## config.mk

```make
export PLATFORM = sky130hd
export DESIGN_NAME = gpr_file
export DESIGN_NICKNAME = d
export VERILOG_FILES = /design/src/npc_pkg.sv /design/src/gpr_file.sv
export SDC_FILE = /design/constraint.sdc
export NUM_CORES = 2
export LEC_CHECK = 0
export BUFFER_PORTS_ARGS = -buffer_cell sky130_fd_sc_hd__clkbuf_2
export CAP_MARGIN = 20
export CORE_MARGIN = 2
export CORE_UTILIZATION = 40
export CTS_CLUSTER_DIAMETER = 80
export DETAILED_ROUTE_END_ITERATION = 10
export GPL_ROUTABILITY_DRIVEN = 1
export SLEW_MARGIN = 40
export SYNTH_ARGS = -nofsm -noshare
export SYNTH_HDL_FRONTEND = slang
export SYNTH_SLANG_ARGS = --single-unit
```

## constraint.sdc

```tcl
create_clock -name clk -period 6.6 [get_ports clk]
set_clock_uncertainty 0.15 [all_clocks]
set_input_delay 0.99 -clock clk [delete_from_list [all_inputs] [get_ports clk]]
set_output_delay 0.99 -clock clk [all_outputs]
set_load 0.01 [all_outputs]
```

## src/npc_pkg.sv

```systemverilog
`default_nettype none

package npc_pkg;

	// **************************************************
	// basic widths
	// **************************************************

	localparam int XLEN = 64;
	localparam int NREG = 32;
	// half word used by the w-type ops
	localparam int WLEN = XLEN / 2;

	// data word and register index
	typedef logic [XLEN-1:0] word_t;
	typedef logic [4:0] reg_addr_t;

	// **************************************************
	// booth datapath widths
	// **************************************************

	// operands get two extra bits so unsigned 64-bit values stay positive
	localparam int EXT_W = XLEN + 2;
	// accumulator holds up to +-2x plus headroom
	localparam int ACC_W = EXT_W + 2;
	// accumulator, multiplier and the trailing booth bit
	localparam int PROD_W = ACC_W + EXT_W + 1;

	typedef logic [EXT_W-1:0] ext_t;
	typedef logic [ACC_W-1:0] acc_t;
	typedef logic [PROD_W-1:0] prod_t;
	typedef logic [5:0] step_cnt_t;

	// radix-4 steps per mode
	localparam step_cnt_t STEPS_D = 6'd33;
	localparam step_cnt_t STEPS_W = 6'd17;

	// bit 0 of the product sits here once all steps are done
	localparam int DWORD_LSB = EXT_W + 1 - 2 * 33;
	localparam int WORD_LSB = EXT_W + 1 - 2 * 17;

	// **************************************************
	// ops, commands and results
	// **************************************************

	typedef enum logic [2:0] {
		OP_MUL    = 3'd0,
		OP_MULH   = 3'd1,
		OP_MULHSU = 3'd2,
		OP_MULHU  = 3'd3,
		OP_MULW   = 3'd4
	} mul_op_t;

	typedef struct packed {
		mul_op_t   op;
		reg_addr_t rd;
		reg_addr_t rs1;
		reg_addr_t rs2;
	} mul_cmd_t;

	typedef struct packed {
		logic  word_mode;
		logic  sign_a;
		logic  sign_b;
		word_t multiplicand;
		word_t multiplier;
	} mul_req_t;

	typedef struct packed {
		word_t hi;
		word_t lo;
	} mul_res_t;

	typedef struct packed {
		reg_addr_t rd;
		word_t     data;
	} wb_t;

	// state machines
	typedef enum logic [1:0] {
		CTRL_IDLE = 2'd0,
		CTRL_RUN  = 2'd1,
		CTRL_WB   = 2'd2
	} ctrl_state_t;

	typedef enum logic [0:0] {
		BOOTH_IDLE = 1'b0,
		BOOTH_BUSY = 1'b1
	} booth_state_t;

endpackage

`default_nettype wire
```

## src/gpr_file.sv

```systemverilog
`timescale 1ns/100ps
`default_nettype none

module gpr_file import npc_pkg::*; (
	input  wire       clk,
	// operand read ports
	input  wire       reg_addr_t rs1_addr,
	output word_t     rs1_data,
	input  wire       reg_addr_t rs2_addr,
	output word_t     rs2_data,
	// debug read port
	input  wire       reg_addr_t dbg_addr,
	output word_t     dbg_data,
	// single write port
	input  wire       wr_en,
	input  wire wb_t  wr
);

	// storage, x0 entry exists but is never read
	word_t regs [NREG];

	// **************************************************
	// write
	// **************************************************

	always_ff @(posedge clk) begin
		// writes to x0 are dropped
		if (wr_en && (wr.rd != '0)) begin
			regs[wr.rd] <= wr.data;
		end
	end

	// **************************************************
	// combinational reads
	// **************************************************

	// x0 forced to zero on every port
	assign rs1_data = (rs1_addr == '0) ? '0 : regs[rs1_addr];
	assign rs2_data = (rs2_addr == '0) ? '0 : regs[rs2_addr];
	assign dbg_data = (dbg_addr == '0) ? '0 : regs[dbg_addr];

endmodule

`default_nettype wire

```

==> metrics.cfg <==
[setup_path]
crit_buf_inv = 5
crit_chain = buf_6 -> inv_6 -> nand2_2 -> buf_4 -> a211oi_1 -> nor4_1 -> buf_4 -> clkbuf_2
start_kind = primary input
cpMostUsedCell = buf_4
worst_path_max_delay_cell = nor4_1
slowest_delay_ns = 0.78
crit_type = primary input to primary output
worstPathMaxFanout = 31
critPathRequiredTime_ns = 5.46
cp_top_family = buffers and inverters
worstSetupEndpointType = primary output
arrival_ns = 4.08

[final_layout]
final_util_pct = 45.3
largest_register = regs
drive_above_1_share_pct = 38.1
layout.nets = 6142
reg_top3 = regs x2048
final_common_cell = edfxtp_1
layout_common_cells = edfxtp_1, mux4_2, mux2i_1, clkbuf_2, clkbuf_16
largest_register_ffs = 2048
area_delta_synth_final_pct = 12.9
fill_cells = 23400

[worst_hold_path]
hold_class = primary input to flop

[sta]
tns_ns = 0
max_clock_freq_ghz = 0.192
finalCritPeriodShare_pct = 79.0
hold_violations = 0
period_minus_slack_ns = 5.22
layout_setup_ws_ns = 1.38
worst_slew_pin_slew_ns = 0.948
rsz0062_at_grt = no
relSlewSlack_pct = 36.8
finalSetupViolCount = 0
maxSlewViolCount = 0

[power]
ir_drop_uv = 241
p_seq_share_pct = 47.1
switchingPower_mw = 7.82
swShare_pct = 25.2
leakagePower_nw = 41.1
p_int_mw = 23.2
total_power_mw = 31.1
p_comb_share_pct = 12.4
powerDensity_mw_per_mm2 = 249
clkPwrFrac_pct = 40.5

[clock_network]
cts_root_buf = clkbuf_16
cts.sinks = 2048
ctsResizeCount = 0
numCtsBuffers = 225
tritoncts = built
cts_setup_buffers = 0
clkSlewWorstSetupHoldPaths_ns = 0.06
cts_buffer_depth = 3
htree_levels = 4
cts_hold_buf = 0

[logic_synthesis]
yosys_warnings = 0
synth_top_family_by_area = multiplexers
synthXorXnorAreaFrac_pct = 0
synth_edf_count = 2048
synthAdderAreaFrac_pct = 0
synth_cell_types = 55
synth-simple-area-share_pct = 1.50
synth_seq_cells = 2048
synthMuxAreaShare_pct = 34.6
syn_inst = 5779
synthFlopType = edfxtp_1
ys_seq_area_share_pct = 55.6
avgSynthCellArea_um2 = 19.1
syn_area_mm2 = 0.111
synth-compound-area-share_pct = 5.39
ys_async_sr_fraction_pct = 0

[floorplanning]
core_mm2 = 0.276
die_w_um = 530
die-area_mm2 = 0.281
placementRows = 193
die_y_um = 530
ios = 278
start_util_pct = 40.1

[placed_design]
port_buffers = 277
dp_hpwl_um = 232000
place.gp.congestion = 0.837
dpl_worst_slack_ns = 1.35

[global_routing]
overflow = 0
grt_antenna_before_repair = 45
grt_pass1_wl_um = 560000
grt_max_degree = 116
grt_use_total_pct = 28.7
grt_pass1_vias = 69800

[detailed_routing]
drtIter0Drc = 11200
drc = 0
dr.pass1.iters = 6
routedWlPerCell_um = 40.9
num_vias = 70600
viasPerCell = 7.08
ant_nets = 0
wl_um = 408000

[job]
cap_violations = 0

[status]
status = complete, no violations

[worst paths after layout]
| check | start | to | slack [ns] | cells past startpoint |
|---|---|---|---|---|
| max | rs2_addr[3] | rs2_data[44] | 1.38 | 8 |
| min | wr[46] | regs[27][46] | 0.54 | 1 |
[area by class of cell]
class                      count  area (µm²)  area share (%)
tap                         3705        4640            3.71
clock buffer                 272        5850            4.69
clock inverter               141        1430            1.14
sequential                  2048       61500            49.3
multi-input combinational   3231       46600            37.3
timing repair buffer         547        4770            3.82
inverter                       3        26.3          0.0210
antenna                       13        32.5          0.0261
[metrics by stage]
step,cells,cell area [µm²],hold slack (ns)
5_1_grt,9953,125000,0.570
6_report,9960,125000,0.536
4_1_cts,9946,125000,0.484
3_3_place_gp,9516,117000,1.44
2_1_floorplan,5842,111000,0.939
3_5_place_dp,9533,117000,1.45
[routing by layer]
metal,up-vias,track usage [%],part of all wire [%]
li1,26400,-,-
met1,37900,38.9,37
met2,5283,44.4,46
met3,952,6.41,12
met4,26,12.9,5.0
met5,-,0,0.041
[synthesized netlist by cell type (5+ instances only)]
library cell	instances	share of area [%]
buf_4	49	0.33
nand2_1	16	0.054
edfxtp_1	2048	56
or3_1	5	0.028
o22ai_1	177	1.0
nor2b_1	27	0.15
buf_6	74	0.75
o21ai_0	6	0.027
a211oi_1	19	0.13
a211o_1	101	0.80
a21oi_1	32	0.14
mux2i_1	671	6.1
or2_1	6	0.034
a22oi_1	16	0.11
a21o_1	77	0.52
and2_1	13	0.074
nor3_1	40	0.18
clkbuf_1	239	0.81
a22o_1	114	0.90
a221o_1	12	0.11
mux4_2	1362	28
nor2_1	53	0.18
nor4_1	32	0.18
o221ai_1	151	1.2
a221oi_1	28	0.22
nand3_1	9	0.041
and3_1	53	0.30
o31ai_1	11	0.075
nand3b_1	10	0.068
nand2b_1	18	0.10
buf_1	43	0.15
buf_2	147	0.67
mux2_2	71	0.72
[power by group through the flow]
| stage | logic, mW | registers [mW] | clock network (mW) |
|---|---|---|---|
| 6_report | 3.85 | 14.6 | 12.6 |
| 5_1_grt | 4.00 | 14.6 | 13.2 |
| 4_1_cts | 3.83 | 14.6 | 12.7 |
| 3_5_place_dp | 3.82 | 14.9 | 0 |
| 3_3_place_gp | 3.78 | 14.9 | 0 |
| 2_1_floorplan | 2.33 | 14.9 | 0 |
[cell families (layout without fill, tap and decap cells)]
logic type | count (synthesis) | after routing
mux | 2108 | 2108
flops | 2048 | 2048
compound gates | 763 | 763
buf+inv | 563 | 963
simple gates | 296 | 296
other cells | 1 | 77
(Power assumes the default switching activity.)
