==> src/npc_pkg.sv <==
`default_nettype none

package npc_pkg;

	// **************************************************
	// basic widths
	// **************************************************

	localparam int XLEN = 64;
	localparam int NREG = 32;
	// half word used by the w-type ops
	localparam int WLEN = XLEN / 2;

	// data word and register index
	typedef logic [XLEN-1:0] word_t;
	typedef logic [4:0] reg_addr_t;

	// **************************************************
	// booth datapath widths
	// **************************************************

	// operands get two extra bits so unsigned 64-bit values stay positive
	localparam int EXT_W = XLEN + 2;
	// accumulator holds up to +-2x plus headroom
	localparam int ACC_W = EXT_W + 2;
	// accumulator, multiplier and the trailing booth bit
	localparam int PROD_W = ACC_W + EXT_W + 1;

	typedef logic [EXT_W-1:0] ext_t;
	typedef logic [ACC_W-1:0] acc_t;
	typedef logic [PROD_W-1:0] prod_t;
	typedef logic [5:0] step_cnt_t;

	// radix-4 steps per mode
	localparam step_cnt_t STEPS_D = 6'd33;
	localparam step_cnt_t STEPS_W = 6'd17;

	// bit 0 of the product sits here once all steps are done
	localparam int DWORD_LSB = EXT_W + 1 - 2 * 33;
	localparam int WORD_LSB = EXT_W + 1 - 2 * 17;

	// **************************************************
	// ops, commands and results
	// **************************************************

	typedef enum logic [2:0] {
		OP_MUL    = 3'd0,
		OP_MULH   = 3'd1,
		OP_MULHSU = 3'd2,
		OP_MULHU  = 3'd3,
		OP_MULW   = 3'd4
	} mul_op_t;

	typedef struct packed {
		mul_op_t   op;
		reg_addr_t rd;
		reg_addr_t rs1;
		reg_addr_t rs2;
	} mul_cmd_t;

	typedef struct packed {
		logic  word_mode;
		logic  sign_a;
		logic  sign_b;
		word_t multiplicand;
		word_t multiplier;
	} mul_req_t;

	typedef struct packed {
		word_t hi;
		word_t lo;
	} mul_res_t;

	typedef struct packed {
		reg_addr_t rd;
		word_t     data;
	} wb_t;

	// state machines
	typedef enum logic [1:0] {
		CTRL_IDLE = 2'd0,
		CTRL_RUN  = 2'd1,
		CTRL_WB   = 2'd2
	} ctrl_state_t;

	typedef enum logic [0:0] {
		BOOTH_IDLE = 1'b0,
		BOOTH_BUSY = 1'b1
	} booth_state_t;

endpackage

`default_nettype wire
==> src/mul_issue_ctrl.sv <==
`timescale 1ns/100ps
`default_nettype none

module mul_issue_ctrl import npc_pkg::*; (
	input  wire           clk,
	input  wire           rst,
	// command side
	input  wire           cmd_valid,
	input  wire mul_cmd_t cmd,
	input  wire           flush,
	output logic          busy,
	output logic          done,
	output wb_t           done_wb,
	// register file reads
	output reg_addr_t     rs1_addr,
	output reg_addr_t     rs2_addr,
	input  wire word_t    rs1_data,
	input  wire word_t    rs2_data,
	// multiplier
	output logic          mul_start,
	output logic          mul_kill,
	output mul_req_t      mul_req,
	input  wire           mul_done,
	input  wire mul_res_t mul_res,
	// write-back
	output logic          wb_en,
	output wb_t           wb
);

	ctrl_state_t state;
	// set once the multiplier has been launched
	logic launched;

	// latched command and selected result
	mul_cmd_t cmd_q;
	word_t    result_q;
	word_t    result_sel;

	// **************************************************
	// outputs
	// **************************************************

	assign busy = (state != CTRL_IDLE);

	// operands read straight from the latched command
	assign rs1_addr = cmd_q.rs1;
	assign rs2_addr = cmd_q.rs2;

	// start only on the first run cycle
	assign mul_start = (state == CTRL_RUN) && !launched;
	assign mul_kill = flush;

	// flush in the wb cycle cancels the write
	assign wb_en = (state == CTRL_WB) && !flush;
	assign wb = '{rd: cmd_q.rd, data: result_q};
	assign done = wb_en;
	assign done_wb = wb;

	// op to sign and word flags
	always_comb begin
		mul_req.multiplicand = rs1_data;
		mul_req.multiplier = rs2_data;
		mul_req.word_mode = 1'b0;
		mul_req.sign_a = 1'b1;
		mul_req.sign_b = 1'b1;
		case (cmd_q.op)
			OP_MULHSU: mul_req.sign_b = 1'b0;
			OP_MULHU: begin
				mul_req.sign_a = 1'b0;
				mul_req.sign_b = 1'b0;
			end
			OP_MULW: mul_req.word_mode = 1'b1;
			default: ;
		endcase
	end

	// pick the product half
	always_comb begin
		case (cmd_q.op)
			OP_MULH, OP_MULHSU, OP_MULHU: result_sel = mul_res.hi;
			OP_MULW: result_sel = {{WLEN{mul_res.lo[WLEN-1]}}, mul_res.lo[WLEN-1:0]};
			default: result_sel = mul_res.lo;
		endcase
	end

	// **************************************************
	// FSM
	// **************************************************

	always_ff @(posedge clk) begin
		if (rst) begin
			state <= CTRL_IDLE;
			launched <= 1'b0;
		end else if (flush) begin
			// drop whatever is in flight
			state <= CTRL_IDLE;
			launched <= 1'b0;
		end else begin
			case (state)
				CTRL_IDLE: begin
					launched <= 1'b0;
					// commands while busy never reach here
					if (cmd_valid) begin
						state <= CTRL_RUN;
					end
				end
				CTRL_RUN: begin
					launched <= 1'b1;
					if (mul_done) begin
						state <= CTRL_WB;
					end
				end
				CTRL_WB: begin
					launched <= 1'b0;
					state <= CTRL_IDLE;
				end
				default: state <= CTRL_IDLE;
			endcase
		end
	end

	// payload capture
	always_ff @(posedge clk) begin
		if ((state == CTRL_IDLE) && cmd_valid && !flush) begin
			cmd_q <= cmd;
		end
		if ((state == CTRL_RUN) && mul_done) begin
			result_q <= result_sel;
		end
	end

endmodule

`default_nettype wire

==> config.mk <==
export PLATFORM = sky130hd
export DESIGN_NAME = mul_issue_ctrl
export DESIGN_NICKNAME = d
export VERILOG_FILES = /design/src/npc_pkg.sv /design/src/mul_issue_ctrl.sv
export SDC_FILE = /design/constraint.sdc
export NUM_CORES = 1
export LEC_CHECK = 0
export ABC_AREA = 1
export ABC_CLOCK_PERIOD_IN_PS = 6800
export BUFFER_PORTS_ARGS = -buffer_cell sky130_fd_sc_hd__buf_2
export CORE_AREA = 2 2 217 219
export CTS_CLUSTER_DIAMETER = 40
export DETAILED_ROUTE_END_ITERATION = 8
export DIE_AREA = 0 0 219 221
export GPL_TIMING_DRIVEN = 0
export SETUP_SLACK_MARGIN = 0.15
export SLEW_MARGIN = 20
export SYNTH_ARGS = -nofsm -noshare
export SYNTH_HDL_FRONTEND = slang
export SYNTH_SLANG_ARGS = --single-unit
==> constraint.sdc <==
create_clock -name clk -period 6.8 [get_ports clk]
set_input_delay 1.36 -clock clk [delete_from_list [all_inputs] [get_ports clk]]
set_output_delay 1.36 -clock clk [all_outputs]
set_load 0.02 [all_outputs]
==> run_results.csv, run 1 <==
group,metric,value,unit
layout,final_cell_mix,"buf_2, buf_4, nand2_1, edfxtp_1, nand3_1",
yosys,synth_warnings,0,
yosys,synthTopCellsByArea,"edfxtp_1, buf_4, nand2_1",
place,dpl.hpwl,26700,um
yosys,synth_top_area_share,45.22,%
yosys,synth_nets,884,
detailed_routing,ant_nets,0,
sta,timing_hold_violations_final,0,
global_routing,grt_start_max_net_pins,30,
layout,final_common_cell,"buf_2",
sta,rsz0062_at_grt,"no",
clock_network,cts_tree,"done",
yosys,syn_avg_cell_area,9.000,um^2
power_and_ir_drop,ir_drop,0.07943,mV
power_and_ir_drop,p_leak,4.671,nW
clock_network,clockRootBuffer,"clkbuf_16",
global_routing,grt-ovfl-total,0,
floorplanning,die_area,48400,um^2
global_routing,grt_usage,11.99,%
floorplanning,rows,79,
setup_path,required,5.44,ns
layout,fin_nets,1332,
floorplanning,start_util,11.82,%
floorplanning,io_pins,563,
yosys,ys_types,15,
clock_network,htree_levels,3,
floorplanning,die_h,221,um
place,routabilityCongestion,0.8848,
flow_run,drv_cap,0,
outcome,status,"completed",
yosys,seq_area_frac_synth,46.32,%
yosys,synth_top_cell_by_area,"edfxtp_1",
setup_path,arrival,2.10,ns
clock_network,hold_buffers,0,
detailed_routing,drt-pass1-iter-count,4,
clock_network,clkSlewWorstSetupHoldPaths,0.08,ns
sta,tns,0,ns
floorplanning,die_w,219,um
sta,finalMaxSlewViolations,0,
setup_path,crit_type,"input pin to primary output",
layout,area_growth,60.78,%
detailed_routing,vias_per_cell,3.282,
sta,worstMarginPinSlew,0.7206,ns
layout,fin_util,19.01,%
place,place_inst,1649,
yosys,syn_inst,605,
global_routing,grt_pass1_vias,5316,
sta,period_needed,3.461,ns
sta,post-route-period-util,50.90,%
clock_network,post_cts_resized,0,
sta,skew,0.01833,ns
detailed_routing,wirelength,30290,um
clock_network,cts_made_buffers,9,
setup_path,path_max_fanout,4,
detailed_routing,via_count,5490,
floorplanning,core_area,46060,um^2
power_and_ir_drop,power_density,168.6,nW/um^2
clock_network,clockBufferDepth,2,
yosys,synth-seq-cells,85,
setup_path,r2r_slack,4.83,ns
detailed_routing,drt_iter0_markers,236,
worst_hold_path,min_path_type,"register to register",
detailed_routing,drc_errors,0,
setup_path,critPathCaptureType,"primary output",
detailed_routing,routedWlPerCell,18.11,um
global_routing,grt_pass1_wl,38810,um
place,port_buffers,434,
yosys,netlist_area,5445,um^2
clock_network,insertion_delay,0.38,ns
setup_path,start_kind,"input pin",
global_routing,antenna_found_initial,12,
layout,finalNonFillerCells,1673,
layout,drive_gt1_share,65.69,%
clock_network,cts_sinks,85,
sta,setup_violations,0,
sta,max_freq,288.9,MHz
sta,slew_headroom,51.85,%
clock_network,cts_setup_buffers,0,
## per-stage QoR
stage	instance area, um^2	setup slack [ns]	power (mW)	hold WS [ns]
after global placement	8377	0.06269	0.9715	0.4833
final	8755	3.339	1.476	0.5157
after global routing	8755	3.239	1.550	0.5570
after CTS	8735	3.267	1.518	0.5104
after detailed placement	8442	3.346	0.9744	0.5052
after floorplan	5445	2.226	0.8272	0.4673
## area by class of cell
type,instances,area [um^2]
diodes,8,20.02
plain buffers,236,1760
clock buffers,10,229.0
clock inverters,6,63.81
fillers,5180,37310
inverters,40,150.1
multi-input cells,244,1022
flip-flops and latches,85,2522
well taps,607,759.5
repair buffers,437,2227
## power breakdown
part,leakage [nW],switching (mW),total (mW),internal (mW)
combinational,3.76,0.197,0.356,0.159
sequential,0.776,0.00823,0.602,0.594
clock,0.140,0.234,0.518,0.284
## Yosys cell counts
master / count
buf_4: 214
nand2_1: 164
edfxtp_1: 82
nand3_1: 67
inv_1: 37
buf_2: 15
buf_6: 7
nor2_1: 6
dfxtp_1: 3
inv_2: 3
nand2_2: 2
nor3_1: 2
a21oi_1: 1
o21ai_0: 1
or2_2: 1
## routing by layer
| metal | routed length (um) | GRT usage (%) | part of all wire, % |
|---|---|---|---|
| met1 | 9867 | 11.30 | 33 |
| met2 | 16080 | 22.38 | 53 |
| met3 | 3273 | 4.330 | 11 |
| met4 | 1055 | 6.343 | 3.5 |
| met5 | 13 | 0 | 0.043 |
## cell families (layout without fill, tap and decap cells)
logic type	Yosys count	after routing	synth area share, %
DFF	85	85	46.32
and+or+nand+nor	242	242	18.41
buffers and inverters	276	729	35.09
other	0	8	0
AOI/OAI and AO/OA	2	2	0.1836
## flip-flops by register name (all words and copies together) (netlist names)
signal and flops:
state 2, rs2_addr 5, result_q 64, done_wb 5
cmd_q 3, launched 1, rs1_addr 5
## path summary, 6_finish.rpt
| path | startpoint | end | depth (start not counted) |
|---|---|---|---|
| worst max-delay path | flush | wb_en | 4 |
| worst max register to register | state[1]$_SDFFE_PP0P_ | result_q[31]$_DFFE_PP_ | 5 |
| worst min-delay path | state[0]$_SDFFE_PP0P_ | launched$_SDFFE_PP0P_ | 2 |
| worst min register to register | state[0]$_SDFFE_PP0P_ | launched$_SDFFE_PP0P_ | 2 |
## critical path, stage by stage
cell,delay [ns]
buf_2,0.12
nor3_1,0.23
buf_4,0.15
buf_2,0.23
No activity file was read; power rests on OpenSTA's default activity.
==> inputs of run 2 (changes only) <==
- ABC_CLOCK_PERIOD_IN_PS: 6800 -> 3550
- CORE_AREA: 2 2 217 219 -> 2 2 219 221
- DIE_AREA: 0 0 219 221 -> 0 0 221 223
- clock period: 6.8 -> 3.55 ns (I/O delays scaled with it)
==> run 2 against run 1 <==
Effect of this change:
- die area is 1.8% higher
- via count decreased by 0.42%
- register-to-register slack worse by 3.1 ns
- routed wire length fell by 3.7%
- cell count rose by 0.42%
- largest power group unchanged
- setup slack got worse by 2.5 ns
- critical path type is now register to primary output
- sequential cell count is the same
- global-route usage shrank 0.41 points
- sequential power rose by 91%
- combinational power increased by 89%
- critical path depth is 1 higher
==> run_results.csv, run 2 (same netlist as run 1, synthesis figures left out) <==
group,metric,value,unit
outcome,status,"completed",
floorplanning,io_pins,563,
setup_path,path_buf_inv,3,
power_and_ir_drop,ir_drop,0.1657,mV
setup_path,crit_type,"register to primary output",
sta,timing_hold_violations_final,0,
detailed_routing,ant_nets,0,
detailed_routing,vias_per_cell,3.254,
floorplanning,core_area,47150,um^2
clock_network,cts_made_buffers,9,
global_routing,grt_usage,11.58,%
setup_path,crit_top_cell,"buf_2",
global_routing,grt-ovfl-total,0,
detailed_routing,via_count,5467,
flow_run,drv_cap,0,
place,port_buffers,434,
clock_network,post_cts_resized,0,
setup_path,path_max_fanout,10,
sta,rsz0062_at_grt,"no",
worst_hold_path,min_path_type,"input pin to register",
power_and_ir_drop,finalPower,2.834,mW
setup_path,arrival,1.99,ns
sta,worstMarginPinSlew,0.5574,ns
clock_network,clockRootBuffer,"clkbuf_16",
floorplanning,rows,80,
layout,final_common_cell,"buf_2",
clock_network,hold_buffers,0,
worst_hold_path,whs_path_depth,1,
detailed_routing,drt_iter0_markers,195,
sta,period_needed,2.699,ns
global_routing,grt_pass1_wl,39130,um
sta,finalMaxSlewViolations,0,
layout,drive_gt1_share,65.72,%
layout,fin_nets,1333,
setup_path,crit_family,"simple AND/OR/NAND/NOR gates",
worst_hold_path,holdPathEnd,"rs1_addr[2]$_DFFE_PP_",
setup_path,critPathSlowestCell,"edfxtp_1",
layout,largest_reg_flops,64,
place,routabilityCongestion,0.8434,
detailed_routing,drc_errors,0,
place,dpl.hpwl,25520,um
layout,multi_input_area,1022,um^2
worst_hold_path,hp-start,"cmd[7]",
sta,tns,0,ns
layout,seq_area,2522,um^2
setup_path,r2r_slack,1.73,ns
setup_path,rr_worst_depth,5,
layout,fillCellCount,5304,
floorplanning,die_w,221,um
clock_network,cts_tree,"done",
layout,area_growth,61.56,%
setup_path,path_cells,"nor2_1 > nand2_1 > buf_2 > inv_1 > buf_2",
global_routing,grt_start_max_net_pins,21,
setup_path,critPathCaptureType,"primary output",
clock_network,insertion_delay,0.38,ns
detailed_routing,drt-pass1-iter-count,6,
setup_path,start_kind,"register",
clock_network,htree_levels,3,
setup_path,reg2reg_to,"result_q[37]$_DFFE_PP_",
setup_path,required,2.84,ns
detailed_routing,routedWlPerCell,17.37,um
clock_network,clkSlewWorstSetupHoldPaths,0.08,ns
sta,setup_violations,0,
sta,slew_headroom,62.75,%
layout,final_cell_mix,"buf_2, buf_4, nand2_1, edfxtp_1, nand3_1",
setup_path,r2r-start,"cmd_q[16]$_DFFE_PP_",
floorplanning,die_h,223,um
clock_network,cts_setup_buffers,0,
layout,largest_register,"result_q",
global_routing,grt_pass1_vias,5347,
setup_path,cpPeakStageDelay,0.45,ns
clock_network,clockBufferDepth,2,
power_and_ir_drop,power_density,322.2,nW/um^2
detailed_routing,wirelength,29180,um
sta,skew,0.01648,ns
floorplanning,start_util,11.55,%
sta,post-route-period-util,76.02,%
floorplanning,die_area,49280,um^2
power_and_ir_drop,p_leak,4.685,nW
global_routing,antenna_found_initial,13,
clock_network,cts_sinks,85,
sta,max_freq,370.5,MHz
-- run 2: cell types whose count changed in the layout (fill, tap and decap cells not counted) --
| cell | previous run | this run |
|---|---|---|
| clkinv_4 | 2 | 0 |
| buf_6 | 7 | 8 |
| diode_2 | 8 | 6 |
| buf_12 | 2 | 0 |
| buf_8 | 1 | 0 |
| buf_16 | 0 | 3 |
| inv_6 | 0 | 1 |
| clkinvlp_4 | 1 | 2 |
-- run 2: metrics by stage --
step	hold WS (ns)	worst slack (ns)	std cells	util (%)	area (um^2)
global placement	0.4854	-0.7091	1654	17.79	8389
CTS	0.4562	0.5873	1674	18.63	8782
global route	0.4659	0.5467	1676	18.64	8787
finish	0.4973	0.8511	1680	18.66	8797
floorplan	0.4673	0.6839	605	-	5448
detailed placement	0.5080	1.042	1658	18.01	8491
-- run 2: worst max-delay path by stage --
stage	startpoint	endpoint	cells after the start
finish	cmd_q[16]$_DFFE_PP_	mul_req[130]	5
global placement	mul_done	result_q[11]$_DFFE_PP_	3
global route	cmd_q[16]$_DFFE_PP_	mul_req[130]	5
floorplan	mul_done	result_q[0]$_DFFE_PP_	2
detailed placement	cmd_q[16]$_DFFE_PP_	mul_req[130]	5
CTS	cmd_q[16]$_DFFE_PP_	mul_req[130]	5
-- run 2: layer usage --
layer	wire, um	track usage, %	up-vias
met4	709	3.572	8
li1	-	-	2608
met3	2791	4.926	40
met2	15360	21.63	383
met5	43	0	-
met1	10280	11.54	2428
-- run 2: layout make-up --
class	instances	share of cell area (%)
inverters	40	1.707
clock buffers	10	2.603
clock inverters	6	0.7111
multi-input cells	244	11.62
repair buffers	438	25.76
flip-flops and latches	85	28.67
plain buffers	236	20.01
well taps	615	8.747
diodes	6	0.1707
-- run 2: power breakdown --
group	switching [mW]	internal, mW
registers	0.0141	1.14
clock network	0.464	0.545
logic	0.368	0.306
total	0.846	1.99
-- run 2: worst reg2reg max path: cells and delay by family, from the launching register on --
kind	cells	cell delay (ns)
buffers and inverters	1	0.31
AND/OR/NAND/NOR	4	0.80
flip-flops	1	0.45
